--- src/design/pu_defs.svh ---
`ifndef PU_DEFS_SVH
`define PU_DEFS_SVH

// Lane array.
`define PU_LANES      4

// Datapath widths.
`define PU_ACT_W      8
`define PU_WGT_W      8
`define PU_ACC_W      24

// Layer configuration.
`define PU_LAYER_W    4
`define PU_MAX_LAYERS 16
`define PU_IC_W       8
`define PU_GRP_W      4
`define PU_SHIFT_W    4

// Weight buffer, one word holds the weights of all lanes.
`define PU_WADDR_W    8

`endif

--- src/design/pu_pkg.sv ---
`include "pu_defs.svh"

package pu_pkg;

    // Datapath values.
    typedef logic signed [`PU_ACT_W-1:0] act_t;
    typedef logic signed [`PU_WGT_W-1:0] wgt_t;
    typedef logic signed [`PU_ACC_W-1:0] acc_t;

    // One weight buffer word, lane 0 in the low bits.
    typedef logic [`PU_LANES*`PU_WGT_W-1:0] wvec_t;

    // Sequencing.
    typedef logic [`PU_LAYER_W-1:0] layer_t;
    typedef logic [`PU_IC_W-1:0]    ic_t;
    typedef logic [`PU_GRP_W-1:0]   grp_t;   // Group index and group count.
    typedef logic [`PU_SHIFT_W-1:0] shift_t;
    typedef logic [`PU_WADDR_W-1:0] waddr_t;

    // Table word: {ic count, group count, shift}.
    typedef logic [`PU_IC_W+`PU_GRP_W+`PU_SHIFT_W-1:0] cfg_t;

    // Layer controller FSM.
    typedef enum logic [1:0] {
        IDLE,   // Waiting for start.
        BUSY,   // Accepting activations.
        DRAIN   // Last results still in the collector.
    } ctrl_state_t;

endpackage

--- src/design/pe_bus_if.sv ---
interface pe_bus_if;
    import pu_pkg::*;

    logic   valid;   // One strobe per activation.
    act_t   act;
    wvec_t  wvec;    // Weights of all lanes.
    logic   first;   // Load the accumulator instead of adding.
    logic   last;    // Closes the output-channel group.
    shift_t shift;
    layer_t layer;
    grp_t   grp;

    // Distributor side.
    modport source (
        output valid, act, wvec, first, last, shift, layer, grp
    );

    // Lanes and collector.
    modport sink (
        input valid, act, wvec, first, last, shift, layer, grp
    );

endinterface

--- src/design/mac_lane.sv ---
`include "pu_defs.svh"

module mac_lane #(
    parameter int LANE_IDX = 0
) (
    input  logic         clk,
    input  logic         reset,
    pe_bus_if.sink       bus,
    output logic         res_valid,
    output pu_pkg::act_t res_data
);
    import pu_pkg::*;

    // Output range of a signed activation.
    localparam acc_t SAT_MAX = acc_t'((1 << (`PU_ACT_W - 1)) - 1);
    localparam acc_t SAT_MIN = acc_t'(-(1 << (`PU_ACT_W - 1)));

    wgt_t wgt;
    acc_t prod;
    acc_t acc;
    acc_t acc_next;
    acc_t acc_shr;

    assign wgt      = wgt_t'(bus.wvec[LANE_IDX*`PU_WGT_W +: `PU_WGT_W]);   // Own slice.
    assign prod     = acc_t'(bus.act) * acc_t'(wgt);
    assign acc_next = bus.first ? prod : acc + prod;
    assign acc_shr  = acc_next >>> bus.shift;   // Arithmetic, keeps the sign.

    always_ff @(posedge clk) begin
        if (bus.valid) begin
            acc <= acc_next;
        end
    end

    always_ff @(posedge clk) begin
        if (reset) begin
            res_valid <= 1'b0;
        end else begin
            res_valid <= bus.valid && bus.last;
        end
    end

    // Saturate the scaled sum at the end of the group.
    always_ff @(posedge clk) begin
        if (bus.valid && bus.last) begin
            if (acc_shr > SAT_MAX) res_data <= act_t'(SAT_MAX);
            else if (acc_shr < SAT_MIN) res_data <= act_t'(SAT_MIN);
            else res_data <= act_t'(acc_shr);
        end
    end

endmodule

--- src/flat_wrapper.sv ---
// flat-port wrapper written by rule: the top's interface ports become plain ports
module mac_lane_flat import pu_pkg::*;
#(
    parameter int LANE_IDX = 0
)
  (clk, reset, res_valid, res_data, bus_valid, bus_act, bus_wvec, bus_first, bus_last, bus_shift, bus_layer, bus_grp);
  pe_bus_if bus_i ();
  input  logic clk;
  input  logic reset;
  output logic res_valid;
  output pu_pkg::act_t res_data;
  input wire logic [$bits(bus_i.valid)-1:0] bus_valid;
  input wire logic [$bits(bus_i.act)-1:0] bus_act;
  input wire logic [$bits(bus_i.wvec)-1:0] bus_wvec;
  input wire logic [$bits(bus_i.first)-1:0] bus_first;
  input wire logic [$bits(bus_i.last)-1:0] bus_last;
  input wire logic [$bits(bus_i.shift)-1:0] bus_shift;
  input wire logic [$bits(bus_i.layer)-1:0] bus_layer;
  input wire logic [$bits(bus_i.grp)-1:0] bus_grp;
  assign bus_i.valid = bus_valid;
  assign bus_i.act = bus_act;
  assign bus_i.wvec = bus_wvec;
  assign bus_i.first = bus_first;
  assign bus_i.last = bus_last;
  assign bus_i.shift = bus_shift;
  assign bus_i.layer = bus_layer;
  assign bus_i.grp = bus_grp;
  mac_lane #(.LANE_IDX(LANE_IDX)) u_core (.clk(clk), .reset(reset), .bus(bus_i), .res_valid(res_valid), .res_data(res_data));
endmodule
--- config.mk ---
export PLATFORM = sky130hd
export DESIGN_NAME = mac_lane_flat
export DESIGN_NICKNAME = d
export VERILOG_FILES = /design/src/design/pu_pkg.sv /design/src/design/pe_bus_if.sv /design/src/design/mac_lane.sv /design/src/flat_wrapper.sv
export VERILOG_INCLUDE_DIRS = /design/src /design/src/design
export SDC_FILE = /design/constraint.sdc
export NUM_CORES = 1
export LEC_CHECK = 0
export ABC_AREA = 0
export ABC_CLOCK_PERIOD_IN_PS = 13600
export BUFFER_PORTS_ARGS = -buffer_cell sky130_fd_sc_hd__buf_2
export CORE_UTILIZATION = 64
export DETAILED_ROUTE_END_ITERATION = 8
export PLACE_DENSITY = 0.9
export SYNTH_ARGS = -nofsm -noshare
export SYNTH_HDL_FRONTEND = slang
export SYNTH_SLANG_ARGS = --single-unit
--- constraint.sdc ---
create_clock -name clk -period 13.6 [get_ports clk]
set_input_delay 2.04 -clock clk [delete_from_list [all_inputs] [get_ports clk]]
set_output_delay 2.04 -clock clk [all_outputs]
set_load 0.02 [all_outputs]
# ---- Yosys cells after proc, flatten, opt, wreduce, memory -nomap -nowiden
# Index checks and enable logic that the tools add are counted.
dict set report totals {
  output_inout_bits 9
  in_bits 57
  romBits 0
  ff_bits 33
  mem_bits_rw 0
  mem_count 0
  latchBits 0
}
dict set report op_classes {
  n_addsub 1
  div_mod_pow 0
  mux 2
  n_reduce_logical 1
  magnitude_cmp 2
  n_mul 1
  bitwise_logic 0
  n_eq_ne 0
  shifts 1
}
# cell count
set ops {}
lappend ops {{adder 24 bit} 1}
lappend ops {{greater-than comparator 24 x 8 -> 1 bit (second input constant)} 1}
lappend ops {{< comparator 24 x 8 -> 1 bit (second input constant)} 1}
lappend ops {{two-way mux 24 bit} 1}
lappend ops {{>>> shifter 24 x 4 -> 24 bit} 1}
lappend ops {{multiplier 8 x 8 -> 16 bit} 1}
lappend ops {{two-way mux 8 bit} 1}
lappend ops {{logical AND 1 bit} 1}

# ---- Logic depth before layout (Yosys ltp)
dict set report depth {
  word_depth 6
  depth_mapped 31
  ltp_nobuf 29
}

# ---- Worst setup path after synthesis
# No wires, ideal clock.
dict set report synth_path {
  path_type {input -> register}
  startpoint {in bus_wvec[3]}
  endpoint {reg u_core.res_data[0] (data pin)}
  n_path_buf 0
  t_required_ns 13.346
  slack_ns 3.719
  setup_time_ns 0.254
  path_stages 28
  arrival_time_ns 9.627
  path_cell_list {and2_1 fa_1 inv_1 fa_1 inv_1 fa_1 inv_1 fa_1 inv_1 ha_1 o21ai_0 o21ai_1 a22oi_4 xor2_4 inv_2 ha_1 and2_1 nand3_2 nor3_1 or4b_4 or3_4 a32oi_4 nand4b_1 a311o_1 or4b_4 a2111oi_4 a41oi_1 o21a_1}
}
dict set report synth_between {
  elab_chain_cells 6
  word_cells_on_any_way 7
}
# item line
set synth_lines {}
lappend synth_lines {{start, declared} flat_wrapper.sv:14} ;# input wire logic [$bits(bus_i.wvec)-1:0] bus_wvec;
lappend synth_lines {{multiplier 8 x 8 -> 16 bit *} mac_lane.sv:25} ;# assign prod = acc_t'(bus.act) * acc_t'(wgt);
lappend synth_lines {{adder 24 bit} mac_lane.sv:26} ;# assign acc_next = bus.first ? prod : acc + prod;
lappend synth_lines {{two-way mux 24 bit *} mac_lane.sv:26}
lappend synth_lines {{>>> shifter 24 x 4 -> 24 bit *} mac_lane.sv:27} ;# assign acc_shr = acc_next >>> bus.shift;
lappend synth_lines {{< comparator 24 x 8 -> 1 bit} mac_lane.sv:47} ;# else if (acc_shr < SAT_MIN) res_data <= act_t'(SAT_MIN);
lappend synth_lines {{two-way mux 8 bit} mac_lane.sv:47}
lappend synth_lines {{end signal, assigned} mac_lane.sv:46} ;# if (acc_shr > SAT_MAX) res_data <= act_t'(SAT_MAX);
lappend synth_lines {{end signal, assigned} mac_lane.sv:47}
lappend synth_lines {{end signal, assigned} mac_lane.sv:48} ;# else res_data <= act_t'(acc_shr);
lappend synth_lines {{end, declared} mac_lane.sv:10} ;# output pu_pkg::act_t res_data
# Every way passes the cells marked *; elsewhere a longest branch is shown, timed or not.
# A chain may end at the register's enable or synchronous reset.

# ---- Final worst setup path
dict set report layout_path {
  startpoint {in bus_wvec[4]}
  endpoint {reg u_core.res_data[0] (data pin)}
}
# Same word-level chain as after synthesis.

==> out/metrics.cfg <==
[global_routing]
grt_usage_pct = 36.6
grt_pass1_wl_mm = 36.7
grt_max_degree = 54
grt_overflow = 0
antenna_found_initial = 0
grt_pass1_vias = 7300

[status]
outcome = completed

[worst_setup_path]
critPathArrivalTime_ns = 11.02
cpPeakStageDelay_ns = 0.67
crit_slowest_cell = fa_1
crit_type = input pin to flip-flop
crit_required_ns = 13.65
cp-end-kind = flip-flop
cp_max_fo = 17
startpoint_type = input pin

[cts]
cts_buffers = 5
ctsResizeCount = 0
clock_latency_ns = 0.30
cts_hold_buf = 0
cts_htree_levels = 2
clkSinkCount = 33
cts_tree = done
clk_path_buf_depth = 2
clock_tree.root_cell = clkbuf_16
postCtsSetupRepairBufs = 0
clkTransAtPathRegs_ns = 0.06

[logic_synthesis]
yosys.area.top_type = fa_1
syn_inst = 954
yosys_warnings = 0
ys_async_sr_fraction_pct = 0
synth_seq_area_share_pct = 12.7
synth_common_cells = inv_1 (106), nand2_1 (81), nor2_1 (67)
syn_area_per_cell_um2 = 8.09
synthFlopType = edfxtp_1
synth_most_common_cell = inv_1
ys_ff_latch = 33
ys_types = 96
yosys.area.top_type_share_pct = 14.5
synth_edf_count = 32
synth_nets = 1121
synth_area_leaders = fa_1 (15%), edfxtp_1 (12%), ha_1 (8.8%)
synth_area_um2 = 7720

[cells_and_area]
antennaDiodeCount = 0
drive_above_1_share_pct = 9.41
stdcell_count = 1099
nets = 1122
syn_to_final_growth_pct = 4.44

[timing]
max_slew.worst_pin.slew_ns = 0.928
hold_viol_final = 0
slew_headroom_pct = 38.1
fin_setup_tns_ns = 0
finalMaxSlewViolations = 0
fin_crit_ns = 10.96
max_freq_ghz = 0.0912
hold_slack_ns = 0.718
finalClockSkew_ns = 0.00787
period_share_pct = 80.6
setup_violations = 0
worst_slack_ns = 2.64
grt_setup_unrepaired = false

[floorplanning]
die-area_um2 = 12500
core-area_um2 = 11600
ios = 66
die-height_um = 112
start_util_pct = 66.7
fp.dieW_um = 112
row_count = 39

[detailed_routing]
drt-total-wl_mm = 21.9
drtPass1Iterations = 6
wl_per_cell_um = 19.9
ant_nets = 0
routed-via-count = 7617
initialDrtViolationCount = 986
drc = 0
vias_per_cell = 6.93

[placed_design]
gp_congestion = 0.991
portBuffers = 33
dp_cells = 1091
preCtsSetupSlack_ns = 2.46
place_hpwl_mm = 16.9

[min_path]
hp-class = flip-flop to flip-flop

[job]
cap_violations = 0

-- metal layers --
metal	up-vias	track usage, %	wire length [um]
met5	-	0	0
met3	54	6.59	2330
met4	0	9.73	445
met2	435	56.9	9790
met1	3642	52.5	9290
li1	3486	-	-
-- through the flow --
stage	instance area [um^2]	util [%]
floorplan	7720	-
global placement	7890	68.3
detailed placement	7890	68.3
CTS	8060	69.7
global route	8060	69.7
finish	8060	69.7
-- worst paths after layout --
path,startpoint,to,slack [ns],cells past startpoint
min reg2reg,u_core.acc[0],u_core.acc[0],0.72,2
max reg2reg,u_core.acc[0],u_core.res_data[0],8.53,15
min,u_core.acc[0],u_core.acc[0],0.72,2
max,bus_wvec[4],u_core.res_data[0],2.64,29
-- cell type report --
class / count / area [um^2]
multi-input combinational: 769 / 6130
fill: 910 / 3500
sequential: 33 / 981
inverter: 110 / 413
timing repair buffer: 36 / 188
tap: 143 / 179
clock buffer: 5 / 125
clock inverter: 3 / 41.3
-- worst max-delay path: cells and delay by family --
family                   cells  cell delay, ns
AO/OA/AOI/OAI               12            3.41
adder cells (fa/ha/maj)      6            3.30
AND/OR/NAND/NOR              3            0.84
buffers and inverters        6            0.76
XOR/XNOR                     2            0.65
-- state kept, by name (all words and copies together), names as in the netlist --
name	flops
u_core.acc	24
u_core.res_data	8
u_core.res_valid	1
-- cell usage in the layout (no fill, tap or decap), drive strengths merged, types with 8 or more instances in the layout --
master,n
nor2b,10
nand2,82
nand3,24
a21o,17
edfxtp,32
buf,36
a31oi,9
ha,54
mux2,10
xor2,10
o211ai,15
o21a,11
a21boi,9
fa,56
a21oi,53
mux2i,20
and2,49
inv,109
or3,14
a211oi,31
nor3,25
a2111oi,8
xnor2,16
o31ai,9
o21ai,50
nor2,67
nand4,16
-- logic make-up (layout without fill, tap and decap cells) --
logic type	after synthesis	after routing	share of synthesized area, %
muxes	33	33	4.93
AOI/OAI and AO/OA	279	279	26.7
DFF	33	33	12.7
buffers and inverters	152	154	7.81
and+or+nand+nor	321	321	21.3
adders and majority gates	110	110	23.3
xor gates and xnor gates	26	26	3.29
Power is left out: the tool's default activity adds up to more than one toggle a clock period on the data nets, which glitch-free logic cannot reach.
