===== src/design/pu_defs.svh =====
`ifndef PU_DEFS_SVH
`define PU_DEFS_SVH

// Lane array.
`define PU_LANES      4

// Datapath widths.
`define PU_ACT_W      8
`define PU_WGT_W      8
`define PU_ACC_W      24

// Layer configuration.
`define PU_LAYER_W    4
`define PU_MAX_LAYERS 16
`define PU_IC_W       8
`define PU_GRP_W      4
`define PU_SHIFT_W    4

// Weight buffer, one word holds the weights of all lanes.
`define PU_WADDR_W    8

`endif


===== src/design/pu_pkg.sv =====
`include "pu_defs.svh"

package pu_pkg;

    // Datapath values.
    typedef logic signed [`PU_ACT_W-1:0] act_t;
    typedef logic signed [`PU_WGT_W-1:0] wgt_t;
    typedef logic signed [`PU_ACC_W-1:0] acc_t;

    // One weight buffer word, lane 0 in the low bits.
    typedef logic [`PU_LANES*`PU_WGT_W-1:0] wvec_t;

    // Sequencing.
    typedef logic [`PU_LAYER_W-1:0] layer_t;
    typedef logic [`PU_IC_W-1:0]    ic_t;
    typedef logic [`PU_GRP_W-1:0]   grp_t;   // Group index and group count.
    typedef logic [`PU_SHIFT_W-1:0] shift_t;
    typedef logic [`PU_WADDR_W-1:0] waddr_t;

    // Table word: {ic count, group count, shift}.
    typedef logic [`PU_IC_W+`PU_GRP_W+`PU_SHIFT_W-1:0] cfg_t;

    // Layer controller FSM.
    typedef enum logic [1:0] {
        IDLE,   // Waiting for start.
        BUSY,   // Accepting activations.
        DRAIN   // Last results still in the collector.
    } ctrl_state_t;

endpackage


===== src/design/pu_controller.sv =====
`include "pu_defs.svh"

module pu_controller (
    input  logic           clk,
    input  logic           reset,
    input  logic           start,
    input  pu_pkg::layer_t num_layers,
    input  logic           cfg_we,
    input  pu_pkg::layer_t cfg_addr,
    input  pu_pkg::cfg_t   cfg_data,
    input  logic           in_valid,
    output logic           step,
    output logic           first,
    output logic           last,
    output pu_pkg::shift_t shift,
    output pu_pkg::layer_t layer,
    output pu_pkg::grp_t   grp,
    input  logic           coll_busy,
    output logic           busy,
    output logic           done
);
    import pu_pkg::*;

    cfg_t        cfg_mem [`PU_MAX_LAYERS];   // Per-layer configuration table.
    cfg_t        cfg_cur;
    ic_t         ic_num;
    grp_t        grp_num;
    ctrl_state_t state;
    ctrl_state_t state_next;
    ic_t         ic_cnt;
    grp_t        grp_cnt;
    layer_t      layer_cnt;
    layer_t      layer_num;                  // Layer count of the current run.
    logic        ic_last;
    logic        grp_last;
    logic        layer_last;

    always_ff @(posedge clk) begin
        if (cfg_we) begin
            cfg_mem[cfg_addr] <= cfg_data;
        end
    end

    // Fields of the active layer.
    assign cfg_cur = cfg_mem[layer_cnt];
    assign ic_num  = cfg_cur[`PU_GRP_W+`PU_SHIFT_W +: `PU_IC_W];
    assign grp_num = cfg_cur[`PU_SHIFT_W +: `PU_GRP_W];
    assign shift   = cfg_cur[0 +: `PU_SHIFT_W];

    assign ic_last    = (ic_cnt == ic_num - 1'b1);
    assign grp_last   = (grp_cnt == grp_num - 1'b1);
    assign layer_last = (layer_cnt == layer_num - 1'b1);

    always_comb begin
        state_next = state;
        case (state)
            IDLE: begin
                if (start) state_next = BUSY;
            end
            BUSY: begin
                if (step && ic_last && grp_last && layer_last) state_next = DRAIN;
            end
            DRAIN: begin
                if (!coll_busy) state_next = IDLE;   // Last lane has left.
            end
            default: state_next = IDLE;
        endcase
    end

    always_ff @(posedge clk) begin
        if (reset) begin
            state <= IDLE;
        end else begin
            state <= state_next;
        end
    end

    always_ff @(posedge clk) begin
        if (state == IDLE && start) begin
            layer_num <= num_layers;
        end
    end

    // Channel, group and layer counters, one step per accepted input.
    always_ff @(posedge clk) begin
        if (reset || (state == IDLE && start)) begin
            ic_cnt    <= '0;
            grp_cnt   <= '0;
            layer_cnt <= '0;
        end else if (step) begin
            if (!ic_last) begin
                ic_cnt <= ic_cnt + 1'b1;
            end else begin
                ic_cnt <= '0;
                if (!grp_last) begin
                    grp_cnt <= grp_cnt + 1'b1;
                end else begin
                    grp_cnt   <= '0;
                    layer_cnt <= layer_last ? '0 : layer_cnt + 1'b1;
                end
            end
        end
    end

    assign step  = in_valid && (state == BUSY);   // Inputs outside BUSY are dropped.
    assign first = (ic_cnt == '0);
    assign last  = ic_last;
    assign layer = layer_cnt;
    assign grp   = grp_cnt;

    assign busy = (state != IDLE);
    assign done = (state == DRAIN) && !coll_busy;

endmodule


===== config.mk =====
export PLATFORM = sky130hd
export DESIGN_NAME = pu_controller
export DESIGN_NICKNAME = d
export VERILOG_FILES = /design/src/design/pu_pkg.sv /design/src/design/pu_controller.sv
export VERILOG_INCLUDE_DIRS = /design/src /design/src/design
export SDC_FILE = /design/constraint.sdc
export NUM_CORES = 1
export LEC_CHECK = 0
export BUFFER_PORTS_ARGS = -buffer_cell sky130_fd_sc_hd__buf_2
export CAP_MARGIN = 5
export CELL_PAD_IN_SITES_DETAIL_PLACEMENT = 1
export CELL_PAD_IN_SITES_GLOBAL_PLACEMENT = 1
export CORE_MARGIN = 2
export CORE_UTILIZATION = 58
export DETAILED_ROUTE_END_ITERATION = 7
export PLACE_DENSITY = 0.87
export REMOVE_ABC_BUFFERS = 1
export SLEW_MARGIN = 20
export SYNTH_ARGS = -nofsm -noshare
export SYNTH_HDL_FRONTEND = slang
export SYNTH_SLANG_ARGS = --single-unit

===== constraint.sdc =====
create_clock -name clk -period 7 [get_ports clk]
set_input_delay 1.4 -clock clk [delete_from_list [all_inputs] [get_ports clk]]
set_output_delay 1.4 -clock clk [all_outputs]
set_load 0.01 [all_outputs]

== Word level (Yosys, flattened, before mapping) ==
Memories as Yosys holds them, arrays and structs flattened. A register that Yosys moved wholly into a read port is not among the register bits.
Cells that the tools add are included.
Storage, ports and cells
  bits in registers: 22
  RAM bits: 256
  bits of input ports: 30
  output and inout port bits: 17
  word-level logic and storage cells: 45
  memories kept: 1
Operators by class
  $add $sub $neg: 6
  eq/ne operators: 8
  mux-type cells: 11
  reduce and logical (&&, ||, !) cells: 14
Memories
  cfg_mem: depth 16, width 16, rd ports 1, clocked after Yosys merged registers in 1, wr ports 1, line pu_controller.sv:24  | cfg_t cfg_mem [`PU_MAX_LAYERS];
Operators by type and width (count)
  $mux 4: 4
  $add 4x1->4 const B: 2
  $add 8x1->8 const B: 1
  $eq 4x4->1: 2
  $eq 8x8->1: 1
  $logic_not 8->1: 1
  $mux 8: 1
  $sub 4x1->4 const B: 2
  $sub 8x1->8 const B: 1
  $logic_and 1x1->1: 6
  $mux 2: 3
  $ne 2x2->1 const B: 3
  $pmux 2 s3: 1
  $reduce_and 3->1: 2
  $eq 2x1->1 const B: 1
  $eq 2x2->1 const B: 1
  $logic_not 2->1: 1
  $mux 1: 2
  $reduce_and 2->1: 1
  $reduce_bool 2->1: 1
  $logic_not 1->1: 1
  $logic_or 1x1->1: 1

== Longest topological paths before layout ==
Gate-level depths: netlist (run 1).
  depth in word-level cells: 7
  gate-level depth with buffers: 15
  depth with buffers taken out: 11

== Least setup slack after synthesis (run 1) ==
OpenSTA, ideal clock, no wires.
  path type: reg2out
  start point: register with a tool-made name
  end point: output last
  arrival time: 2.870 ns
  data required time: 5.600 ns
  setup slack: 2.730 ns
  cell stages (with the launch flop): 15
  path buffers: 4
  cell sequence: dfxtp_1 buf_6 buf_6 buf_6 mux4_2 a22oi_1 and3_1 buf_2 ha_1 inv_1 a221oi_1 xnor2_1 nor3_1 nand3_2 nor2_1
RTL lines
  end: declaration: line pu_controller.sv:14  | output logic last,

==> results list, run 1 <==
- The setup path with the least slack is of type reg -> out.
- The count of buffers added on input and output ports is between 40 and 50.
- Setup repair after global routing left no endpoint under its margin.
- In the routed layout, each cell is associated on average with a via count of 6.580.
* Maximum net fanout on the critical path: 55
- For this run, the total global-route usage over all layers was measured as between 20% and 30%.
- Summed over its instances, the top area cell type makes up roughly 67% of the synthesized netlist area.
- Share of the cycle needed by the critical path after routing: 85.64%
* Non-Filler Cell Area, Final: 13090 sq um
- In this run the mean area of a mapped cell was 18.50 sq um.
- Data on the critical path is required at its endpoint by between 5 and 6 ns.
- For met2 alone, demand over resource in global routing was between 40% and 50%.
- The clock reaches the later pin of the worst-skew pair after 0.57 ns.
- GP Congestion: between 0.8 and 0.9
- For the pin with the worst max-slew slack, the measured transition is ~1.2 ns.
- In the synthesized netlist the dominant register cell turns out to be edfxtp_1.
* Post-Synthesis Cells: around 630
- From left edge to right edge, the die measures 145.7 microns.
- For this run, the detailed router's first-pass iteration total came to 5.
* Busiest grt layer: met2
- The die is between 100 and 150 microns tall.
- Synthesis instantiated 70 different standard cells from the library.
- In the final routed layout, each cell accounts on average for about 29 microns.
- Relative slew margins: between 20% and 30%
* Remaining number of nets flagged by the antenna check after routing: 0
- STA classifies the critical path startpoint as a flop.
- The floorplan step defined a die boundary enclosing 21220 sq um.
* Largest voltage drop on the vdd net: ~0.22 mV
- Post CTS Setup Buffer Count: 0
- Counting flops with a built-in enable in the synthesized netlist gives 260.
- Antenna violations before repair: 0
- TritonCTS clock tree: done
- Final Non-Filler Cells: 981
- After detailed routing, the number of remaining DRC violations is 0.
- Setup violations remaining at the end of the flow were counted as 0.
- Antenna diode count: 0
* Final Net Count: 734
- Hold-fix buffer count after cts: 0
- The final layout contains routed wiring with a total length of ~28000 microns.
- The clock drives 282 sinks.
* Buffer levels on the longest clock path: 3
- Most common cell after layout, fill and taps aside: edfxtp_1
- Hold Vio Cnt, Final: 0
- The worst setup path is captured at an output pin.
- 47 I/O pins were placed.
* Sequential cell area fraction in the yosys report: 70.87%
- Yosys printed 0 warnings.
- Fraction of the core area covered by cells at the end of the flow: 66.81%
* First-pass GRT wire length: 43280 microns
- Overflow left after global routing: 0
- Gates resized during post-CTS repair numbered 0.
- Global-route track usage on met1: about 37%
- Area of placed instances: 12230 sq um
- Post-route clock skew: roughly 0.032 ns
- After floorplanning, the core was divided into 51 placement rows.
- Clock root buffer: clkbuf_16
- Timing would allow up to between 150 and 200 MHz.
- Ratio of cells with drive above 1 in the final layout: 26.96%
- Entering global routing, the biggest net connects between 50 and 60 pins.
* Starting density of the core: between 50% and 60%
- Dividing total power by cell area gives a power density of between 200 and 300 nW/um^2.
- Number of DRC markers after the initial detailed-route iteration: between 500 and 600
- The analysis attributes to cell leakage a power of 0.004165 uW.
* Worst EP arrival: approximately 4.6 ns
* HPWL reported at the end of detailed placement: roughly 17000 microns
* Sum of negative setup slack: 0 ns
* Syn-to-layout area delta: 12.46%
* Run status: finished clean
* Cell area after synthesis: about 12000 sq um
- Global routing used 3.950% of the available met3 tracks.
- Synth area leaders: edfxtp_1, mux4_2, dfxtp_1
- Total placed cells including tap cells: just over 900
- Most used cells in the layout excluding fill and tap cells: edfxtp_1, mux4_2, buf_2
- The final-report max-slew violation count came to 0.
- In this run the standard cell core region covers ~20000 sq um.
* Count of maximum capacitance violations: 0
- Hold Path Class: reg -> reg
- Clock slew seen by the registers of the worst setup and hold paths: approximately 0.060 ns
- Final period demand of the worst path: 5.995 ns
* Number of buffers created by CTS: 28
- Vias post-DR: roughly 6500
* Maximum level of the CTS H-tree: 1
- FF+latch count, synth: about 280
- Share of synthesized flip-flops with an asynchronous set or reset: 0%
- The via count of the first global-routing pass was around 7000.
- Of all cell types, the one taking the most synthesized area is edfxtp_1.
[cells by family (layout without fill, tap and decap cells)]
| family | count (synthesis) | after routing | synth area share [%] |
|---|---|---|---|
| buf+inv | 41 | 128 | 1.838 |
| simple gates | 133 | 133 | 6.257 |
| xor+xnor | 27 | 27 | 2.150 |
| flops | 282 | 282 | 70.87 |
| compound gates | 56 | 56 | 3.881 |
| fa+ha+maj | 7 | 7 | 0.7525 |
| mux | 83 | 83 | 14.25 |
[Yosys cell counts (all sizes together), types with 3 or more instances]
library cell / count
o211ai: 3
nand3b: 5
mux4: 66
a21oi: 6
inv: 14
dfxtp: 22
or3: 3
mux2i: 15
nor4: 3
xor2: 9
o311ai: 3
o21ai: 4
nand2: 18
xnor2: 17
and2: 5
or2: 3
edfxtp: 260
nor2: 29
nand4: 8
o41ai: 3
a211oi: 4
and3: 6
o22ai: 3
nand3: 13
nand2b: 4
buf: 20
nor3: 17
or3b: 3
ha: 7
nor2b: 9
clkbuf: 7
a22oi: 8
[power by group]
| part | total, uW | leakage (uW) | switching [uW] | internal (uW) |
|---|---|---|---|---|
| combinational | 91.2 | 0.00122 | 62.5 | 28.7 |
| clock | 1400 | 0.000414 | 629 | 769 |
| sequential | 1880 | 0.00253 | 12.1 | 1870 |
[cell type report]
cell class              instances  area, sq um
flip-flops and latches        282         8257
fillers                      1648         6501
multi-input cells             306         3232
clock buffers                  32        715.7
repair buffers                 65        372.9
well taps                     265        331.6
clock inverters                17        127.6
inverters                      14        52.55
[through the flow]
step	hold WS [ns]	setup WS, ns	total power [uW]
floorplan	0.4849	1.173	1954
global placement	0.5027	1.862	1996
detailed placement	0.5529	1.569	2008
CTS	0.5634	1.003	3386
global route	0.5944	0.6273	3448
finish	0.5578	1.005	3373
[path summary, 6_finish.rpt]
kind | startpoint | endpoint | slack [ns] | depth (start not counted)
setup / recovery | flop | last | 1.01 | 11
hold / removal | grp[2]$_SDFFE_PP0N_ | grp[2]$_SDFFE_PP0N_ | 0.56 | 2
setup reg to reg | flop | flop | 2.49 | 10
hold reg to reg | grp[2]$_SDFFE_PP0N_ | grp[2]$_SDFFE_PP0N_ | 0.56 | 2
[registers in the layout (all words and copies together) (netlist names), named ones only]
name,cells
cfg_mem,256
grp,4
ic_cnt,8
layer,4
layer_num,4
state,2
[worst max-delay path, cell delays in order (launching register included)]
cell,delay (ns)
dfxtp_4,0.99
mux4_2,0.60
a22oi_1,0.24
and3_1,0.32
ha_1,0.29
inv_1,0.11
a221oi_1,0.31
xnor2_1,0.13
nor3_1,0.40
nand3_2,0.26
nor2_1,0.21
buf_2,0.16
[routing by layer]
| metal | up-vias | wire (microns) | part of all wire, % |
|---|---|---|---|
| met4 | 0 | 867 | 3.1 |
| met3 | 70 | 2066 | 7.3 |
| met2 | 318 | 14490 | 51 |
| met5 | - | 0 | 0 |
| met1 | 3370 | 10930 | 39 |
| li1 | 2697 | - | - |
Note: power is estimated with default switching activity, not from simulation.
==> inputs of run 2 (changes only) <==
--- a/config.mk
+++ b/config.mk
@@ -10,6 +10,7 @@
 export CAP_MARGIN = 5
 export CELL_PAD_IN_SITES_DETAIL_PLACEMENT = 1
 export CELL_PAD_IN_SITES_GLOBAL_PLACEMENT = 1
+export CORE_ASPECT_RATIO = 0.9
 export CORE_MARGIN = 2
 export CORE_UTILIZATION = 58
 export DETAILED_ROUTE_END_ITERATION = 7
==> run 2 against run 1 <==
Critical path depth unchanged. Global-route usage up 0.50 points. Maximum frequency decreased by 1.2%. Critical path type unchanged. Critical endpoint unchanged.
==> results list, run 2 (synthesis gave the netlist of run 1 again) <==
* Number of DRC markers after the initial detailed-route iteration: 695
- The number of buffers and inverters on the critical path is 2.
* Register-to-Register Path Depth: 11
- GP Congestion: ~0.86
- Final worst setup slack: just over 0.9 ns
- Post-placement worst setup slack: 1.582 ns
* Number of failing setup endpoints in the final timing report: 0
- Derived from the worst setup path, the maximum achievable clock frequency is 164.8 MHz.
- Relative to the synthesized area, the layout overhead comes to 12.44%.
* Delay of the slowest cell on the worst path: approximately 0.97 ns
- Die H: 138.4 microns
- In this run, the clock network consumes a little over two fifths of the power.
* TritonCTS clock tree: done
- Number of buffers created by CTS: 28
- Sum of negative setup slack: 0 ns
- Antenna violations before repair: 1
* Insertion delay of the later-clocked pin in the worst-skew pair: just under 0.6 ns
* Ratio of total power to cell area: ~260 nW/um^2
* Vias post-DR: 6354
- The count of nets left with antenna violations once routing finished came out at 0.
* Total routed wirelength: 28860 microns
- After global routing the overflow that remains totals 0.
- The die covers about 21000 sq um.
- The longest clock path from root to sink contains 3 buffers.
- The final number of hold-violating endpoints is 0.
* Maximum level of the CTS H-tree: 1
- The count of buffers added on input and output ports is 46.
- IR analysis of the VDD net gives a maximum drop of about 0.35 mV.
- The largest registers in the layout are cfg_mem: 256 flops, ic_cnt: 8 flops.
- The critical path in this run is classified as reg -> out.
- Run status: finished clean
- Sink count of the clock tree: between 200 and 300
* Max-slew violation count: 0
- The tightest min-delay check is of the reg -> reg type.
* Final routed wire length divided by cell count: 29.73 microns
- Via/cell ratio: ~6.5
* First-pass GRT wire length: roughly 44000 microns
- The layer flagged by global routing as most heavily used is met2.
* Final Net Count: roughly 730
- Clock slew seen by the registers of the worst setup and hold paths: approximately 0.060 ns
- Crit path launch type: flop
* Number of optimization iterations in the first detailed-route pass: 5
* Number of cells on the worst hold path: 1
* Post CTS Setup Buffer Count: 0
- The number of hold buffers added after CTS was 0.
- Critical path's top delay family: simple AND/OR/NAND/NOR gates
- For the final database, setup skew stands at between 0.04 and 0.05 ns.
- Number of global-route vias before repair: around 7000
- Met3 layer usage reported by global route: 4.295%
* Count of maximum capacitance violations: 0
- The routed design could run at a clock period as short as roughly 6.1 ns.
- Headroom to the max-slew limit came out at around a third.
- Drc violations: 0
- Master of the slowest instance on the critical path: dfxtp_4
* Slew at the pin closest to its max-slew limit: 1.001 ns
- The register with the most flip-flops in the layout has roughly 260 of them.
- Global routing consumed, over all layers together, between 20% and 30% of the routing resources.
* Ordered list of cells on the worst path: mux4_2, a22oi_1, and3_1, ha_1, inv_1, a221oi_1, xnor2_1, nor3_1, nand3_2, nor2_1, buf_2
* Leakage Power: 0.004145 uW
- Placement row count: 49
* Starting density of the core: 58.77%
- CP Capture Type: output pin
* Switching Share: between 20% and 30%
- Leaving out fill and tap cells, the most frequent cell in the layout is edfxtp_1.
- Sequential cells account for 55.6% of the total power.
- Dividing the final minimum period by the clock period gives 86.70%.
- STA puts the critical path data required time at 5.60 ns.
* Psw: slightly above 700 uW
- Clock root buffer: clkbuf_16
- Worst path depth: 11
* Maximum net fanout on the critical path: 55
- Combinational cells account for between 2 and 3% of the total power.
* Most used cells in the layout excluding fill and tap cells: edfxtp_1, mux4_2, buf_2
* Count of cells resized by post-cts repair: 0
- Setup repair after global routing left no endpoint under its margin.
- Worst EP arrival: around 4.7 ns
- Met2 routing resource usage after global routing: 47.91%
- The die is approximately 150 microns wide.
- Maximum number of pins on one net before global-route repair: 56
* Global-route track usage on met1: ~37%
* Register with the most flip-flops: cfg_mem
* Cell-internal power: 2675 uW
- Summed over all nets, the half-perimeter wirelength after detailed placement is about 17000 microns.
* Core area: between 15000 and 20000 sq um
- During I/O placement, the number of pins put on the boundary was 47.
- Of the cells placed in the final design, the portion with a size suffix greater than 1 is between 20% and 30%.
run 2: worst paths after layout:
kind / slack (ns) / startpoint / endpoint
worst max register to register: 2.45 / flop / flop
worst min-delay path: 0.54 / state[0]$_SDFFE_PP0P_ / state[0]$_SDFFE_PP0P_
worst min register to register: 0.54 / state[0]$_SDFFE_PP0P_ / state[0]$_SDFFE_PP0P_
worst max-delay path: 0.93 / flop / last
run 2: area by class of cell:
type	count	area, sq um
diodes	1	2.502
clock inverters	17	140.1
clock buffers	33	719.4
well taps	255	319.1
fillers	1655	6716
multi-input cells	306	3238
flip-flops and latches	282	8257
repair buffers	63	357.8
inverters	14	52.55
run 2: routing by layer:
layer  wire length (microns)  vias up
met5                       0        -
met4                    1107        0
met3                    1783       87
met2                   14760      266
met1                   11220     3308
li1                        -     2693
run 2: power groups by stage:
stage | Clock (uW) | Sequential [uW] | Combinational (uW)
after floorplan | 0 | 1910 | 39.8
after global placement | 0 | 1910 | 81.9
after detailed placement | 0 | 1920 | 90.1
after CTS | 1430 | 1880 | 91.3
after global routing | 1480 | 1890 | 99.9
final | 1410 | 1880 | 93.2
run 2: through the flow:
| stage | utilization [%] | area [sq um] | power [uW] | std cells | hold WS (ns) |
|---|---|---|---|---|---|
| after floorplan | - | 11480 | 1954 | 602 | 0.4849 |
| after global placement | 61.62 | 12200 | 1996 | 920 | 0.5082 |
| after detailed placement | 61.65 | 12210 | 2009 | 920 | 0.5257 |
| after CTS | 65.99 | 13070 | 3406 | 970 | 0.5458 |
| after global routing | 66.07 | 13080 | 3466 | 970 | 0.5934 |
| final | 66.08 | 13090 | 3390 | 971 | 0.5423 |
