===== src/design/pu_defs.svh =====
`ifndef PU_DEFS_SVH
`define PU_DEFS_SVH

// Lane array.
`define PU_LANES      4

// Datapath widths.
`define PU_ACT_W      8
`define PU_WGT_W      8
`define PU_ACC_W      24

// Layer configuration.
`define PU_LAYER_W    4
`define PU_MAX_LAYERS 16
`define PU_IC_W       8
`define PU_GRP_W      4
`define PU_SHIFT_W    4

// Weight buffer, one word holds the weights of all lanes.
`define PU_WADDR_W    8

`endif


===== src/design/pu_pkg.sv =====
`include "pu_defs.svh"

package pu_pkg;

    // Datapath values.
    typedef logic signed [`PU_ACT_W-1:0] act_t;
    typedef logic signed [`PU_WGT_W-1:0] wgt_t;
    typedef logic signed [`PU_ACC_W-1:0] acc_t;

    // One weight buffer word, lane 0 in the low bits.
    typedef logic [`PU_LANES*`PU_WGT_W-1:0] wvec_t;

    // Sequencing.
    typedef logic [`PU_LAYER_W-1:0] layer_t;
    typedef logic [`PU_IC_W-1:0]    ic_t;
    typedef logic [`PU_GRP_W-1:0]   grp_t;   // Group index and group count.
    typedef logic [`PU_SHIFT_W-1:0] shift_t;
    typedef logic [`PU_WADDR_W-1:0] waddr_t;

    // Table word: {ic count, group count, shift}.
    typedef logic [`PU_IC_W+`PU_GRP_W+`PU_SHIFT_W-1:0] cfg_t;

    // Layer controller FSM.
    typedef enum logic [1:0] {
        IDLE,   // Waiting for start.
        BUSY,   // Accepting activations.
        DRAIN   // Last results still in the collector.
    } ctrl_state_t;

endpackage


===== src/design/pe_bus_if.sv =====
interface pe_bus_if;
    import pu_pkg::*;

    logic   valid;   // One strobe per activation.
    act_t   act;
    wvec_t  wvec;    // Weights of all lanes.
    logic   first;   // Load the accumulator instead of adding.
    logic   last;    // Closes the output-channel group.
    shift_t shift;
    layer_t layer;
    grp_t   grp;

    // Distributor side.
    modport source (
        output valid, act, wvec, first, last, shift, layer, grp
    );

    // Lanes and collector.
    modport sink (
        input valid, act, wvec, first, last, shift, layer, grp
    );

endinterface


===== src/design/result_collector.sv =====
`include "pu_defs.svh"

module result_collector (
    input  logic                          clk,
    input  logic                          reset,
    pe_bus_if.sink                        bus,
    input  logic [`PU_LANES-1:0]          res_valid,
    input  pu_pkg::act_t                  res_data [`PU_LANES],
    output logic                          out_valid,
    output pu_pkg::act_t                  out_data,
    output logic [$clog2(`PU_LANES)-1:0]  out_lane,
    output pu_pkg::layer_t                out_layer,
    output pu_pkg::grp_t                  out_grp,
    output logic                          busy
);
    import pu_pkg::*;

    localparam int                LIDX_W    = $clog2(`PU_LANES);
    localparam logic [LIDX_W-1:0] LAST_LANE = LIDX_W'(`PU_LANES - 1);

    act_t              res_q [`PU_LANES];   // Results being sent out.
    layer_t            layer_p;             // Tags of the group still in the lanes.
    grp_t              grp_p;
    logic              pend;
    logic              active;
    logic [LIDX_W-1:0] idx;

    // A closed group waits here until the lanes report.
    always_ff @(posedge clk) begin
        if (reset) begin
            pend <= 1'b0;
        end else if (bus.valid && bus.last) begin
            pend <= 1'b1;
        end else if (res_valid[0]) begin
            pend <= 1'b0;
        end
    end

    always_ff @(posedge clk) begin
        if (bus.valid && bus.last) begin
            layer_p <= bus.layer;
            grp_p   <= bus.grp;
        end
    end

    always_ff @(posedge clk) begin
        for (int k = 0; k < `PU_LANES; k++) begin
            if (res_valid[k]) res_q[k] <= res_data[k];
        end
        if (res_valid[0]) begin
            out_layer <= layer_p;   // Tags follow the results out.
            out_grp   <= grp_p;
        end
    end

    // One lane per cycle, lane 0 first.
    always_ff @(posedge clk) begin
        if (reset) begin
            active <= 1'b0;
            idx    <= '0;
        end else if (res_valid[0]) begin
            active <= 1'b1;
            idx    <= '0;
        end else if (active) begin
            if (idx == LAST_LANE) active <= 1'b0;
            idx <= (idx == LAST_LANE) ? '0 : idx + 1'b1;
        end
    end

    assign out_valid = active;
    assign out_data  = res_q[idx];
    assign out_lane  = idx;
    assign busy      = pend || active || (bus.valid && bus.last);

endmodule


===== src/flat_wrapper.sv =====
// flat-port wrapper written by rule: the top's interface ports become plain ports
module result_collector_flat import pu_pkg::*;
  (clk, reset, res_valid, res_data, out_valid, out_data, out_lane, out_layer, out_grp, busy, bus_valid, bus_act, bus_wvec, bus_first, bus_last, bus_shift, bus_layer, bus_grp);
  pe_bus_if bus_i ();
  input  logic clk;
  input  logic reset;
  input  logic [`PU_LANES-1:0] res_valid;
  input  pu_pkg::act_t res_data[`PU_LANES];
  output logic out_valid;
  output pu_pkg::act_t out_data;
  output logic [$clog2(`PU_LANES)-1:0] out_lane;
  output pu_pkg::layer_t out_layer;
  output pu_pkg::grp_t out_grp;
  output logic busy;
  input wire logic [$bits(bus_i.valid)-1:0] bus_valid;
  input wire logic [$bits(bus_i.act)-1:0] bus_act;
  input wire logic [$bits(bus_i.wvec)-1:0] bus_wvec;
  input wire logic [$bits(bus_i.first)-1:0] bus_first;
  input wire logic [$bits(bus_i.last)-1:0] bus_last;
  input wire logic [$bits(bus_i.shift)-1:0] bus_shift;
  input wire logic [$bits(bus_i.layer)-1:0] bus_layer;
  input wire logic [$bits(bus_i.grp)-1:0] bus_grp;
  assign bus_i.valid = bus_valid;
  assign bus_i.act = bus_act;
  assign bus_i.wvec = bus_wvec;
  assign bus_i.first = bus_first;
  assign bus_i.last = bus_last;
  assign bus_i.shift = bus_shift;
  assign bus_i.layer = bus_layer;
  assign bus_i.grp = bus_grp;
  result_collector u_core (.clk(clk), .reset(reset), .bus(bus_i), .res_valid(res_valid), .res_data(res_data), .out_valid(out_valid), .out_data(out_data), .out_lane(out_lane), .out_layer(out_layer), .out_grp(out_grp), .busy(busy));
endmodule

===== config.mk =====
export PLATFORM = sky130hd
export DESIGN_NAME = result_collector_flat
export DESIGN_NICKNAME = d
export VERILOG_FILES = /design/src/design/pu_pkg.sv /design/src/design/pe_bus_if.sv /design/src/design/result_collector.sv /design/src/flat_wrapper.sv
export VERILOG_INCLUDE_DIRS = /design/src /design/src/design
export SDC_FILE = /design/constraint.sdc
export NUM_CORES = 1
export LEC_CHECK = 0
export BUFFER_PORTS_ARGS = -buffer_cell sky130_fd_sc_hd__buf_4
export CAP_MARGIN = 20
export CORE_ASPECT_RATIO = 1.25
export CORE_MARGIN = 10
export CORE_UTILIZATION = 40
export DETAILED_ROUTE_END_ITERATION = 7
export GPL_ROUTABILITY_DRIVEN = 0
export PLACE_DENSITY = 0.75
export SLEW_MARGIN = 5
export SYNTH_ARGS = -nofsm -noshare
export SYNTH_HDL_FRONTEND = slang
export SYNTH_SLANG_ARGS = --single-unit

===== constraint.sdc =====
create_clock -name clk -period 1.5 [get_ports clk]
set_input_delay 0.3 -clock clk [delete_from_list [all_inputs] [get_ports clk]]
set_output_delay 0.3 -clock clk [all_outputs]
set_load 0.05 [all_outputs]

* After elaboration in Yosys (flattened, before gate mapping)
Memories as Yosys holds them, arrays and structs flattened. A register that Yosys moved wholly into a read port is not among the register bits.
Cells that the tools add are included.
Widths: inputs -> output; s select.
** Operators by class
- Muxes and demuxes :: 16
- Reduce and logical (&&, ||, !) cells :: 5
- Add/subtract/negate cells :: 1
- Equal/unequal tests :: 1
** Operators with widths (count)
- $mux 1 :: 13
- $mux 2 :: 3
- $add 2x1->2 const B :: 1
- $eq 2x2->1 const B :: 1
- $logic_or 1x1->1 :: 2
- $reduce_bool 2->1 :: 1
- $reduce_or 2->1 :: 1
- $logic_and 1x1->1 :: 1
** Storage, ports and cells
- Bits in writable memories :: 32
- Memories kept :: 1
- Register bits :: 20
- Bits of input ports :: 93
- Logic and storage cells :: 31
- Output and inout port bits :: 20
** Memories
- u_core.res_q :: words 4, width 8, read ports 1, clocked after memory_dff 1, write ports 4, RTL line result_collector.sv:21 : act_t res_q [`PU_LANES];

* Longest topological paths before layout
Gate-level depths: netlist (run 1).
- Word-level depth :: 4
- Mapped depth :: 3
- Depth with buffers taken out :: 3

* Least setup slack after synthesis (run 1)
Ideal clock, no wire load.
- Kind :: register to output
- Start :: register u_core.active (netlist: u_core.out_valid)
- End :: output port busy
- Stages on the path, launching flop included :: 2
- Arrival :: 1.142 ns
- Slack :: 0.058 ns
- Path through :: dfxtp_1 -> or3_1
** Between the ends
- Word-level cells in the longest chain between the ends :: 2
** Ends and longest elaborated chain
- start: declaration :: RTL line result_collector.sv:25 : logic active;
- start signal: assignment :: RTL line result_collector.sv:59 : active <= 1'b0;
- start signal: assignment :: RTL line result_collector.sv:62 : active <= 1'b1;
- start signal: assignment :: RTL line result_collector.sv:65 : if (idx == LAST_LANE) active <= 1'b0;
- $logic_or 1x1->1 (2 in a row) :: RTL line result_collector.sv:73 : assign busy = pend || active || (bus.valid && bus.last);
- end: declaration :: RTL line flat_wrapper.sv:14 : output logic busy;
Every way passes these cells.

==> impl_summary.log, run 1 <==
INFO  metric status = finished with violations
INFO  metric violated_checks = negative setup slack
INFO  metric depth_of_the_worst_register_to_register_path = 3
INFO  metric grt_start_max_net_pins = 21
INFO  metric route.vias.total = about 1000
INFO  metric cp_data_required_time = about 1200 ps
INFO  metric final.min_clock_period = roughly 1800 ps
INFO  metric rsz_0062_raised_after_global_routing = true
INFO  metric layout.area.seq = between 1500 and 2000 µm²
INFO  metric clock_insertion_delay_at_the_later_pin_of_the_skew_report = 300 ps
INFO  metric ys_dominant_reg_cell = edfxtp_1
INFO  metric multi_input_comb_area = 269 µm²
INFO  metric hold-path-cell-count = 1
INFO  metric finish.utilization = 0.582
INFO  metric hold_path_end = u_core.grp_p[1]
INFO  metric synth_top_cell_area_share = 0.777
INFO  metric route.detailed.vias_per_inst = ~4.7
INFO  metric critical_path_fanout_max = 4
INFO  metric post_synth_top_cells = edfxtp_1 (48), mux4_2 (8), dfxtp_1 (6)
INFO  metric clk_transition_reported_paths = 90 ps
INFO  metric synth-seq-cells = 54
INFO  metric die-height = slightly below 100 µm
INFO  metric cts_tree = built
INFO  metric cts_hold_buffers = 0
INFO  metric yosysWarningCount = 0
INFO  metric yosysTopAreaCell = edfxtp_1
INFO  metric post_synth_inst_count = just under 80
INFO  metric routedWlPerCell = between 15 and 20 µm
INFO  metric timing.final.hold_violations = 0
INFO  metric cp-end-kind = output port
INFO  metric drive_gt1_frac = 0.580
INFO  metric timing.reg2reg.setup_slack = between 200 and 250 ps
INFO  metric grt_pass1_wl = between 5 and 6 mm
INFO  metric p_leak = about 0.0010 µW
INFO  metric final.setup.worst_slack = -269 ps
INFO  metric postSynth.asyncResetShare = 0
INFO  metric critical_path.reg2reg.startpoint = u_core.out_lane[0]
INFO  metric chipWidth = a little over 80 µm
INFO  metric setup_total_negative_slack = -2050 ps
INFO  metric clk_root_buffer_cell = clkbuf_8
INFO  metric syn_area_per_cell = 23.8 µm²
INFO  metric cts.sink_count = 54
INFO  metric first_global_vias = 1085
INFO  metric finalWirelength = 4.08 mm
INFO  metric finalCritPeriodShare = 1.18
INFO  metric timing.critical_path.from_type = flip-flop
INFO  metric drtAntennaViolNets = 0
INFO  metric core = approximately 4500 µm²
INFO  metric fmax = 565 MHz
INFO  metric grt_remaining_overflow = 0
INFO  metric drv.max_cap_violation_count = 0
INFO  metric synth.distinct_cells = 16
INFO  metric synth.most_common_cell = edfxtp_1
INFO  metric setup-violations-final = 8
INFO  metric min_path_type = in2reg
INFO  metric drt_iter0_markers = just under 100
INFO  metric initial_antenna_violation_count = 0
INFO  metric cp.arrival = between 1000 and 1500 ps
INFO  metric area_growth = 40.0%
INFO  metric num_antenna_cells = 0
INFO  metric cts_max_path_buffers = 2
INFO  metric hold_start = bus_grp[1]
INFO  metric timing.setup.critical_path_class = reg2out
INFO  metric design.final.nets = 250
INFO  metric ys_seq_area_frac = 0.842
INFO  metric worst_pin_slew = 259 ps
INFO  metric synth_enable_flop_cells = 48
INFO  metric std_cell_rows = 27
INFO  metric synth_area = 1850 µm²
INFO  metric dp_hpwl = 3.09 mm
INFO  metric design.portCount = ~110
INFO  metric power.density_cell_area = roughly 1200 nW/µm²
INFO  metric die-area = between 7000 and 8000 µm²
INFO  metric drt_pass1_iterations = 4
INFO  metric grt_usage = 0.100
INFO  metric slew_viol_final = 0
INFO  metric tritoncts.num_buffers = 5
INFO  metric ir_worst_vdd = between 0.4 and 0.5 mV
INFO  metric initial_utilization = 0.416
INFO  metric netlist_top_cells_area = edfxtp_1 (78%), mux4_2 (9.7%), dfxtp_1 (6.5%), a211oi_2 (0.67%), ha_1 (0.67%)
INFO  metric layout.filler_cells = 354
INFO  metric preCtsSetupSlack = 5.51 ps
INFO  metric timing.clock.skew = approximately 5.2 ps
INFO  metric portBuffers = 67
INFO  metric remaining_drc_errors = 0
INFO  metric mappedNetlistNets = 172
INFO  metric max_slew_margin = 0.827
INFO  metric h-tree-depth = 2
-- state kept, by name, indices dropped and copies added (netlist names), named ones only --
| signal | flops |
|---|---|
| u_core.pend | 1 |
| u_core.res_q | 32 |
| u_core.out_layer | 4 |
| u_core.layer_p | 4 |
| u_core.out_valid | 1 |
| u_core.out_lane | 2 |
| u_core.out_grp | 4 |
| u_core.grp_p | 4 |
-- power by group --
part / internal, µW / switching, µW / total, µW
clock network: 373 / 425 / 798
registers: 1750 / 30.0 / 1780
logic: 196 / 239 / 435
total: 2320 / 694 / 3010
-- per-stage QoR --
stage / power, µW / instances / area (µm²) / hold slack, ps
floorplan: 2020 / 78 / 1850 / 369
CTS: 3040 / 213 / 2580 / 162
global placement: 2210 / 205 / 2440 / 404
global route: 3110 / 215 / 2600 / 157
finish: 3010 / 215 / 2600 / 173
detailed placement: 2230 / 205 / 2440 / 409
-- layout by cell type (no fill, tap or decap), types with 2 or more instances in the layout --
cell type  count
buf_4         62
edfxtp_1      48
buf_6         11
mux4_2         8
clkbuf_8       6
dfxtp_1        4
inv_1          2
a21oi_1        2
nand2b_1       2
-- layer usage --
layer	wire, µm	up-vias	global-route usage
met5	0	-	0
met4	70	0	0.0578
li1	-	468	-
met3	443	4	0.0410
met1	1440	501	0.110
met2	2130	48	0.162
-- critical path, cell delays in order, from the launching register on --
cell     delay, ps
dfxtp_2        350
buf_6          130
mux4_2         520
buf_6          170
-- area by class of cell --
type / instances / area share
clock buffers: 7 / 0.0333
repair buffers: 73 / 0.227
well taps: 58 / 0.0280
flip-flops and latches: 54 / 0.603
multi-input cells: 20 / 0.104
inverters: 2 / 0.00289
clock inverters: 1 / 0.00193
-- timing repair --
item / CTS / global route
endpoints found under the setup margin: 9 / 9
buffers inserted: 0 / 2
resized for setup: 13 / 1
cloned: 0 / 0
pin swaps: 0 / 0
-- cell families after synthesis --
logic type	count (synthesis)	share of synthesized area
AOI/OAI and AO/OA	3	0.0121
adders and majority gates	1	0.00675
buffers and inverters	4	0.0128
DFF	54	0.842
muxes	9	0.103
and+or+nand+nor	7	0.0236
-- how the worst max path moves through the flow --
stage	startpoint	endpoint	slack, ps	cells after the start
floorplan	u_core.out_valid	busy	60	1
global placement	flip-flop	out_data[6]	20	3
detailed placement	flip-flop	out_data[3]	6	3
CTS	flip-flop	out_data[3]	-280	3
global route	flip-flop	out_data[3]	-310	3
finish	flip-flop	out_data[3]	-270	3
No activity file was read; power rests on OpenSTA's default activity.
==> run 2, diff against run 1 <==
--- a/config.mk
+++ b/config.mk
@@ -13,6 +13,7 @@
 export CORE_UTILIZATION = 40
 export DETAILED_ROUTE_END_ITERATION = 7
 export GPL_ROUTABILITY_DRIVEN = 0
+export GPL_TIMING_DRIVEN = 0
 export PLACE_DENSITY = 0.75
 export SLEW_MARGIN = 5
 export SYNTH_ARGS = -nofsm -noshare
==> impl_summary.log, run 2 (synthesized netlist as in run 1, its figures left out) <==
INFO  metric finalHoldWorstSlack = about 170 ps
INFO  metric grt_start_max_net_pins = 21
INFO  metric remaining_drc_errors = 0
INFO  metric mostFrequentLayoutCells = buf_4 (59), edfxtp_1 (48), mux4_2 (8), buf_6 (8), clkbuf_8 (5)
INFO  metric std_cell_rows = 27
INFO  metric worst_pin_slew = between 200 and 300 ps
INFO  metric die-area = slightly below 8000 µm²
INFO  metric final.setup.worst_slack = -292 ps
INFO  metric grt_usage = 0.103
INFO  metric violated_checks = negative setup slack
INFO  metric cp-end-kind = output port
INFO  metric route.detailed.vias_per_inst = about 4.6
INFO  metric drive_gt1_frac = 0.597
INFO  metric detailed_place.area = around 2400 µm²
INFO  metric finalWirelength = between 4 and 5 mm
INFO  metric power.total = roughly 3200 µW
INFO  metric max_slew_margin = 0.819
INFO  metric initial_antenna_violation_count = 0
INFO  metric commonest_non_fill_non_tap_cell_in_the_layout = buf_4
INFO  metric clk_transition_reported_paths = ~90 ps
INFO  metric worst-path-buf-inv = 2
INFO  metric critical-path-top-delay-family = multiplexers
INFO  metric route.vias.total = about 980
INFO  metric rsz_0062_raised_after_global_routing = true
INFO  metric clk_root_buffer_cell = clkbuf_8
INFO  metric timing.setup.critical_path_class = reg2out
INFO  metric clock_insertion_delay_at_the_later_pin_of_the_skew_report = ~300 ps
INFO  metric drt_iter0_markers = 113
INFO  metric cp.arrival = between 1000 and 1500 ps
INFO  metric cts.sink_count = 54
INFO  metric worst_path_max_delay_cell = mux4_2
INFO  metric dp_hpwl = between 3 and 4 mm
INFO  metric timing.final.hold_violations = 0
INFO  metric tritoncts.num_buffers = 5
INFO  metric core = around 4500 µm²
INFO  metric final.min_clock_period = 1790 ps
INFO  metric final_area = around 2600 µm²
INFO  metric die-height = about 96 µm
INFO  metric layout.filler_cells = around 350
INFO  metric cp_data_required_time = roughly 1200 ps
INFO  metric p_leak = between 0.001 and 0.0015 µW
INFO  metric cts_max_path_buffers = 2
INFO  metric fmax = approximately 560 MHz
INFO  metric cts_hold_buffers = 0
INFO  metric area_growth = 40.4%
INFO  metric crit_path_cell_trace = buf_12 -> mux4_2 -> buf_8
INFO  metric cts_tree = built
INFO  metric initial_utilization = 0.416
INFO  metric status = finished with violations
INFO  metric design.final.nets = approximately 250
INFO  metric finalCritPeriodShare = 1.19
INFO  metric grt_remaining_overflow = 0
INFO  metric preCtsSetupSlack = -12.3 ps
INFO  metric chipWidth = roughly 80 µm
INFO  metric grt_pass1_wl = about 5.7 mm
INFO  metric power.density_cell_area = roughly 1200 nW/µm²
INFO  metric drtAntennaViolNets = 0
INFO  metric h-tree-depth = 2
INFO  metric slew_viol_final = 0
INFO  metric setup-violations-final = 8
INFO  metric critical_path_fanout_max = 8
INFO  metric drv.max_cap_violation_count = 0
INFO  metric drt_pass1_iterations = 4
INFO  metric first_global_vias = between 1000 and 1500
INFO  metric finish.utilization = 0.584
INFO  metric portBuffers = 67
INFO  metric routedWlPerCell = 19.7 µm
INFO  metric timing.critical_path.from_type = flip-flop
INFO  metric min_path_type = in2reg
INFO  metric largest_register_ffs = 32
INFO  metric regMostFlops = u_core.res_q
INFO  metric design.portCount = between 100 and 150
INFO  metric ir_worst_vdd = 0.541 mV
INFO  metric num_antenna_cells = 0
INFO  metric critical-path-max-stage-delay = between 500 and 600 ps
INFO  metric timing.clock.skew = between 4 and 5 ps
run 2: where the power goes:
group,internal (µW),leakage [µW],switching [µW]
clock network,491,0.0000579,450
registers,1750,0.000517,31.2
logic,196,0.000442,240
run 2: metrics by stage:
| stage | std cells | TNS, ps |
|---|---|---|
| after floorplan | 78 | 0 |
| after global placement | 203 | 0 |
| after detailed placement | 203 | -14.8 |
| after CTS | 211 | -2390 |
| after global routing | 212 | -2570 |
| final | 212 | -2210 |
run 2: path summary, 6_finish.rpt:
path / start / endpoint / slack, ps / cells after the start
min reg2reg: u_core.layer_p[2] / u_core.out_layer[2] / 430 / 0
max: flip-flop / out_data[3] / -290 / 3
min: bus_layer[3] / u_core.layer_p[3] / 170 / 1
max reg2reg: u_core.out_lane[0] / flip-flop / 270 / 3
run 2: cell type report:
type,count,area [µm²],share of cell area
well taps,58,72.6,0.0279
inverters,2,7.51,0.00288
plain buffers,2,25.0,0.00961
clock buffers,5,68.8,0.0264
multi-input cells,20,274,0.105
repair buffers,68,548,0.210
clock inverters,3,40.0,0.0154
flip-flops and latches,54,1570,0.602
run 2: metal layers:
| metal | vias up | global-route usage | wire (µm) |
|---|---|---|---|
| met5 | - | 0 | 0 |
| met4 | 0 | 0.0477 | 68 |
| met3 | 7 | 0.0345 | 326 |
| met2 | 41 | 0.195 | 2390 |
| met1 | 474 | 0.0954 | 1400 |
| li1 | 462 | - | - |
run 2: repair_timing:
item	4_1_cts	5_1_grt
buffers inserted	0	1
pin swaps	0	0
endpoints found under the setup margin	9	9
resized for setup	13	5
hold endpoints to repair	0	0
run 2: worst reg2reg max path: stages (launching register included):
cell and delay [ps]:
dfxtp_1 350, ha_1 210, or3b_1 380, a211oi_2 200
==> run 3, diff against run 2 <==
--- a/config.mk
+++ b/config.mk
@@ -6,7 +6,7 @@
 export SDC_FILE = /design/constraint.sdc
 export NUM_CORES = 1
 export LEC_CHECK = 0
-export BUFFER_PORTS_ARGS = -buffer_cell sky130_fd_sc_hd__buf_4
+export BUFFER_PORTS_ARGS = -buffer_cell sky130_fd_sc_hd__buf_2
 export CAP_MARGIN = 20
 export CORE_ASPECT_RATIO = 1.25
 export CORE_MARGIN = 10
@@ -15,6 +15,7 @@
 export GPL_ROUTABILITY_DRIVEN = 0
 export GPL_TIMING_DRIVEN = 0
 export PLACE_DENSITY = 0.75
+export RECOVER_POWER = 25
 export SLEW_MARGIN = 5
 export SYNTH_ARGS = -nofsm -noshare
 export SYNTH_HDL_FRONTEND = slang
==> constraint.sdc (replaced) <==
create_clock -name clk -period 1.5 [get_ports clk]
set_input_delay 0.15 -clock clk [delete_from_list [all_inputs] [get_ports clk]]
set_output_delay 0.15 -clock clk [all_outputs]
set_load 0.05 [all_outputs]
==> impl_summary.log, run 3 (synthesized netlist as in run 1, its figures left out) <==
INFO  metric status = finished with violations
INFO  metric violated_checks = negative setup slack
INFO  metric power.density_cell_area = around 1200 nW/µm²
INFO  metric first_global_vias = around 1100
INFO  metric remaining_drc_errors = 0
INFO  metric slew_viol_final = 0
INFO  metric worst_path_max_delay_cell = mux4_2
INFO  metric initial_utilization = 0.416
INFO  metric max_slew_margin = 0.695
INFO  metric critical_path_fanout_max = 8
INFO  metric layout.filler_cells = about 350
INFO  metric route.vias.total = ~970
INFO  metric timing.final.hold_violations = 0
INFO  metric clk_root_buffer_cell = clkbuf_8
INFO  metric largest_register_ffs = 32
INFO  metric rsz_0062_raised_after_global_routing = true
INFO  metric portBuffers = 67
INFO  metric final.setup.worst_slack = -127 ps
INFO  metric power.total = between 2000 and 3000 µW
INFO  metric initial_antenna_violation_count = 0
INFO  metric grt_start_max_net_pins = 21
INFO  metric cts_max_path_buffers = 2
INFO  metric grt_remaining_overflow = 0
INFO  metric depth_of_the_worst_register_to_register_path = 3
INFO  metric finish.utilization = 0.542
INFO  metric design.portCount = 113
INFO  metric grt_pass1_wl = between 5 and 6 mm
INFO  metric setup_total_negative_slack = -884 ps
INFO  metric drtAntennaViolNets = 0
INFO  metric drt_pass1_iterations = 4
INFO  metric p_leak = between 0.0009 and 0.001 µW
INFO  metric tritoncts.num_buffers = 5
INFO  metric std_cell_rows = 27
INFO  metric dp_hpwl = around 3.0 mm
INFO  metric clock_insertion_delay_at_the_later_pin_of_the_skew_report = about 300 ps
INFO  metric critical_path.reg2reg.startpoint = u_core.out_lane[0]
INFO  metric die-area = 7780 µm²
INFO  metric ir_worst_vdd = slightly above 0.5 mV
INFO  metric cp_data_required_time = between 1000 and 1500 ps
INFO  metric timing.clock.skew = around 6.0 ps
INFO  metric h-tree-depth = 2
INFO  metric finalWirelength = 3.84 mm
INFO  metric regMostFlops = u_core.res_q
INFO  metric chipWidth = 80.9 µm
INFO  metric crit_path_cell_trace = buf_12 -> mux4_2 -> buf_8
INFO  metric timing.critical_path.from_type = flip-flop
INFO  metric cp-end-kind = output port
INFO  metric final.min_clock_period = 1630 ps
INFO  metric setup-violations-final = 8
INFO  metric crit_end = out_data[3]
INFO  metric mostFrequentLayoutCells = buf_2 (59), edfxtp_1 (48), mux4_2 (8)
INFO  metric drt_iter0_markers = 88
INFO  metric critical-path-max-stage-delay = between 500 and 600 ps
INFO  metric route.detailed.vias_per_inst = ~4.6
INFO  metric cts.sink_count = 54
INFO  metric core = about 4500 µm²
INFO  metric routedWlPerCell = between 15 and 20 µm
INFO  metric area_growth = 30.4%
INFO  metric timing.setup.critical_path_class = reg2out
INFO  metric num_antenna_cells = 0
INFO  metric drive_gt1_frac = 0.562
INFO  metric grt_usage = 0.0980
INFO  metric finalCritPeriodShare = 1.08
INFO  metric drv.max_cap_violation_count = 0
INFO  metric worst_pin_slew = about 460 ps
INFO  metric min_path_type = in2reg
INFO  metric commonest_non_fill_non_tap_cell_in_the_layout = buf_2
INFO  metric cts_tree = built
INFO  metric cp.arrival = roughly 1500 ps
INFO  metric die-height = 96.1 µm
INFO  metric cts_hold_buffers = 0
INFO  metric timing.reg2reg.setup_slack = 260 ps
INFO  metric fmax = around 610 MHz
INFO  metric clk_transition_reported_paths = roughly 90 ps
INFO  metric design.final.nets = between 200 and 250
## run 3: cell types whose count changed in the layout (fill, tap and decap cells not counted), sizes merged
cell / delta
buf: -1
bufinv: -1
clkbuf: +2
clkinv: -1
## run 3: worst min-delay path by stage
stage,to,cells after the start,from
floorplan,u_core.out_valid,1,reset
global placement,u_core.layer_p[0],1,bus_layer[0]
detailed placement,u_core.grp_p[0],1,bus_grp[0]
CTS,u_core.grp_p[0],1,bus_grp[0]
global route,u_core.res_q[0][0],1,res_data[24]
finish,u_core.grp_p[0],1,bus_grp[0]
## run 3: routing by layer
layer,GRT usage,up-vias,part of all wire,routed length [µm]
li1,-,460,-,-
met4,0.0694,0,0.029,111
met2,0.165,39,0.53,2060
met5,0,-,0,0
met1,0.0984,460,0.35,1350
met3,0.0354,8,0.085,326
## run 3: final cells by class
class | instances | area [µm²] | share of cell area
buffer | 2 | 25.0 | 0.0104
multi-input combinational | 20 | 269 | 0.111
timing repair buffer | 67 | 389 | 0.161
clock buffer | 7 | 86.3 | 0.0357
clock inverter | 1 | 5.00 | 0.00207
inverter | 2 | 7.51 | 0.00311
sequential | 54 | 1560 | 0.646
tap | 58 | 72.6 | 0.0300
## run 3: worst max-delay path, delay by kind of cell (launching register included)
family / cells / cell delay (ps)
muxes: 1 / 520
buffers and inverters: 2 / 300
DFF: 1 / 350
## run 3: what timing repair did
item                                    in CTS  in global routing
endpoints found under the setup margin       8                  8
gates resized for setup                     19                  1
buffers inserted                             0                  0
pin swaps                                    0                  0
## run 3: through the flow
stage	instance area, µm²	setup WS (ps)	cells	hold slack, ps
after global placement	2260	145	203	328
after global routing	2420	-179	211	2.73
after floorplan	1850	100	78	219
after detailed placement	2260	141	203	328
after CTS	2410	-154	211	10.6
final	2420	-127	211	19.8
## run 3: where the power goes
part           leakage, µW  switching, µW  internal [µW]
Sequential        0.000516           28.9           1750
Combinational     0.000388            234            145
Clock            0.0000482            422            373
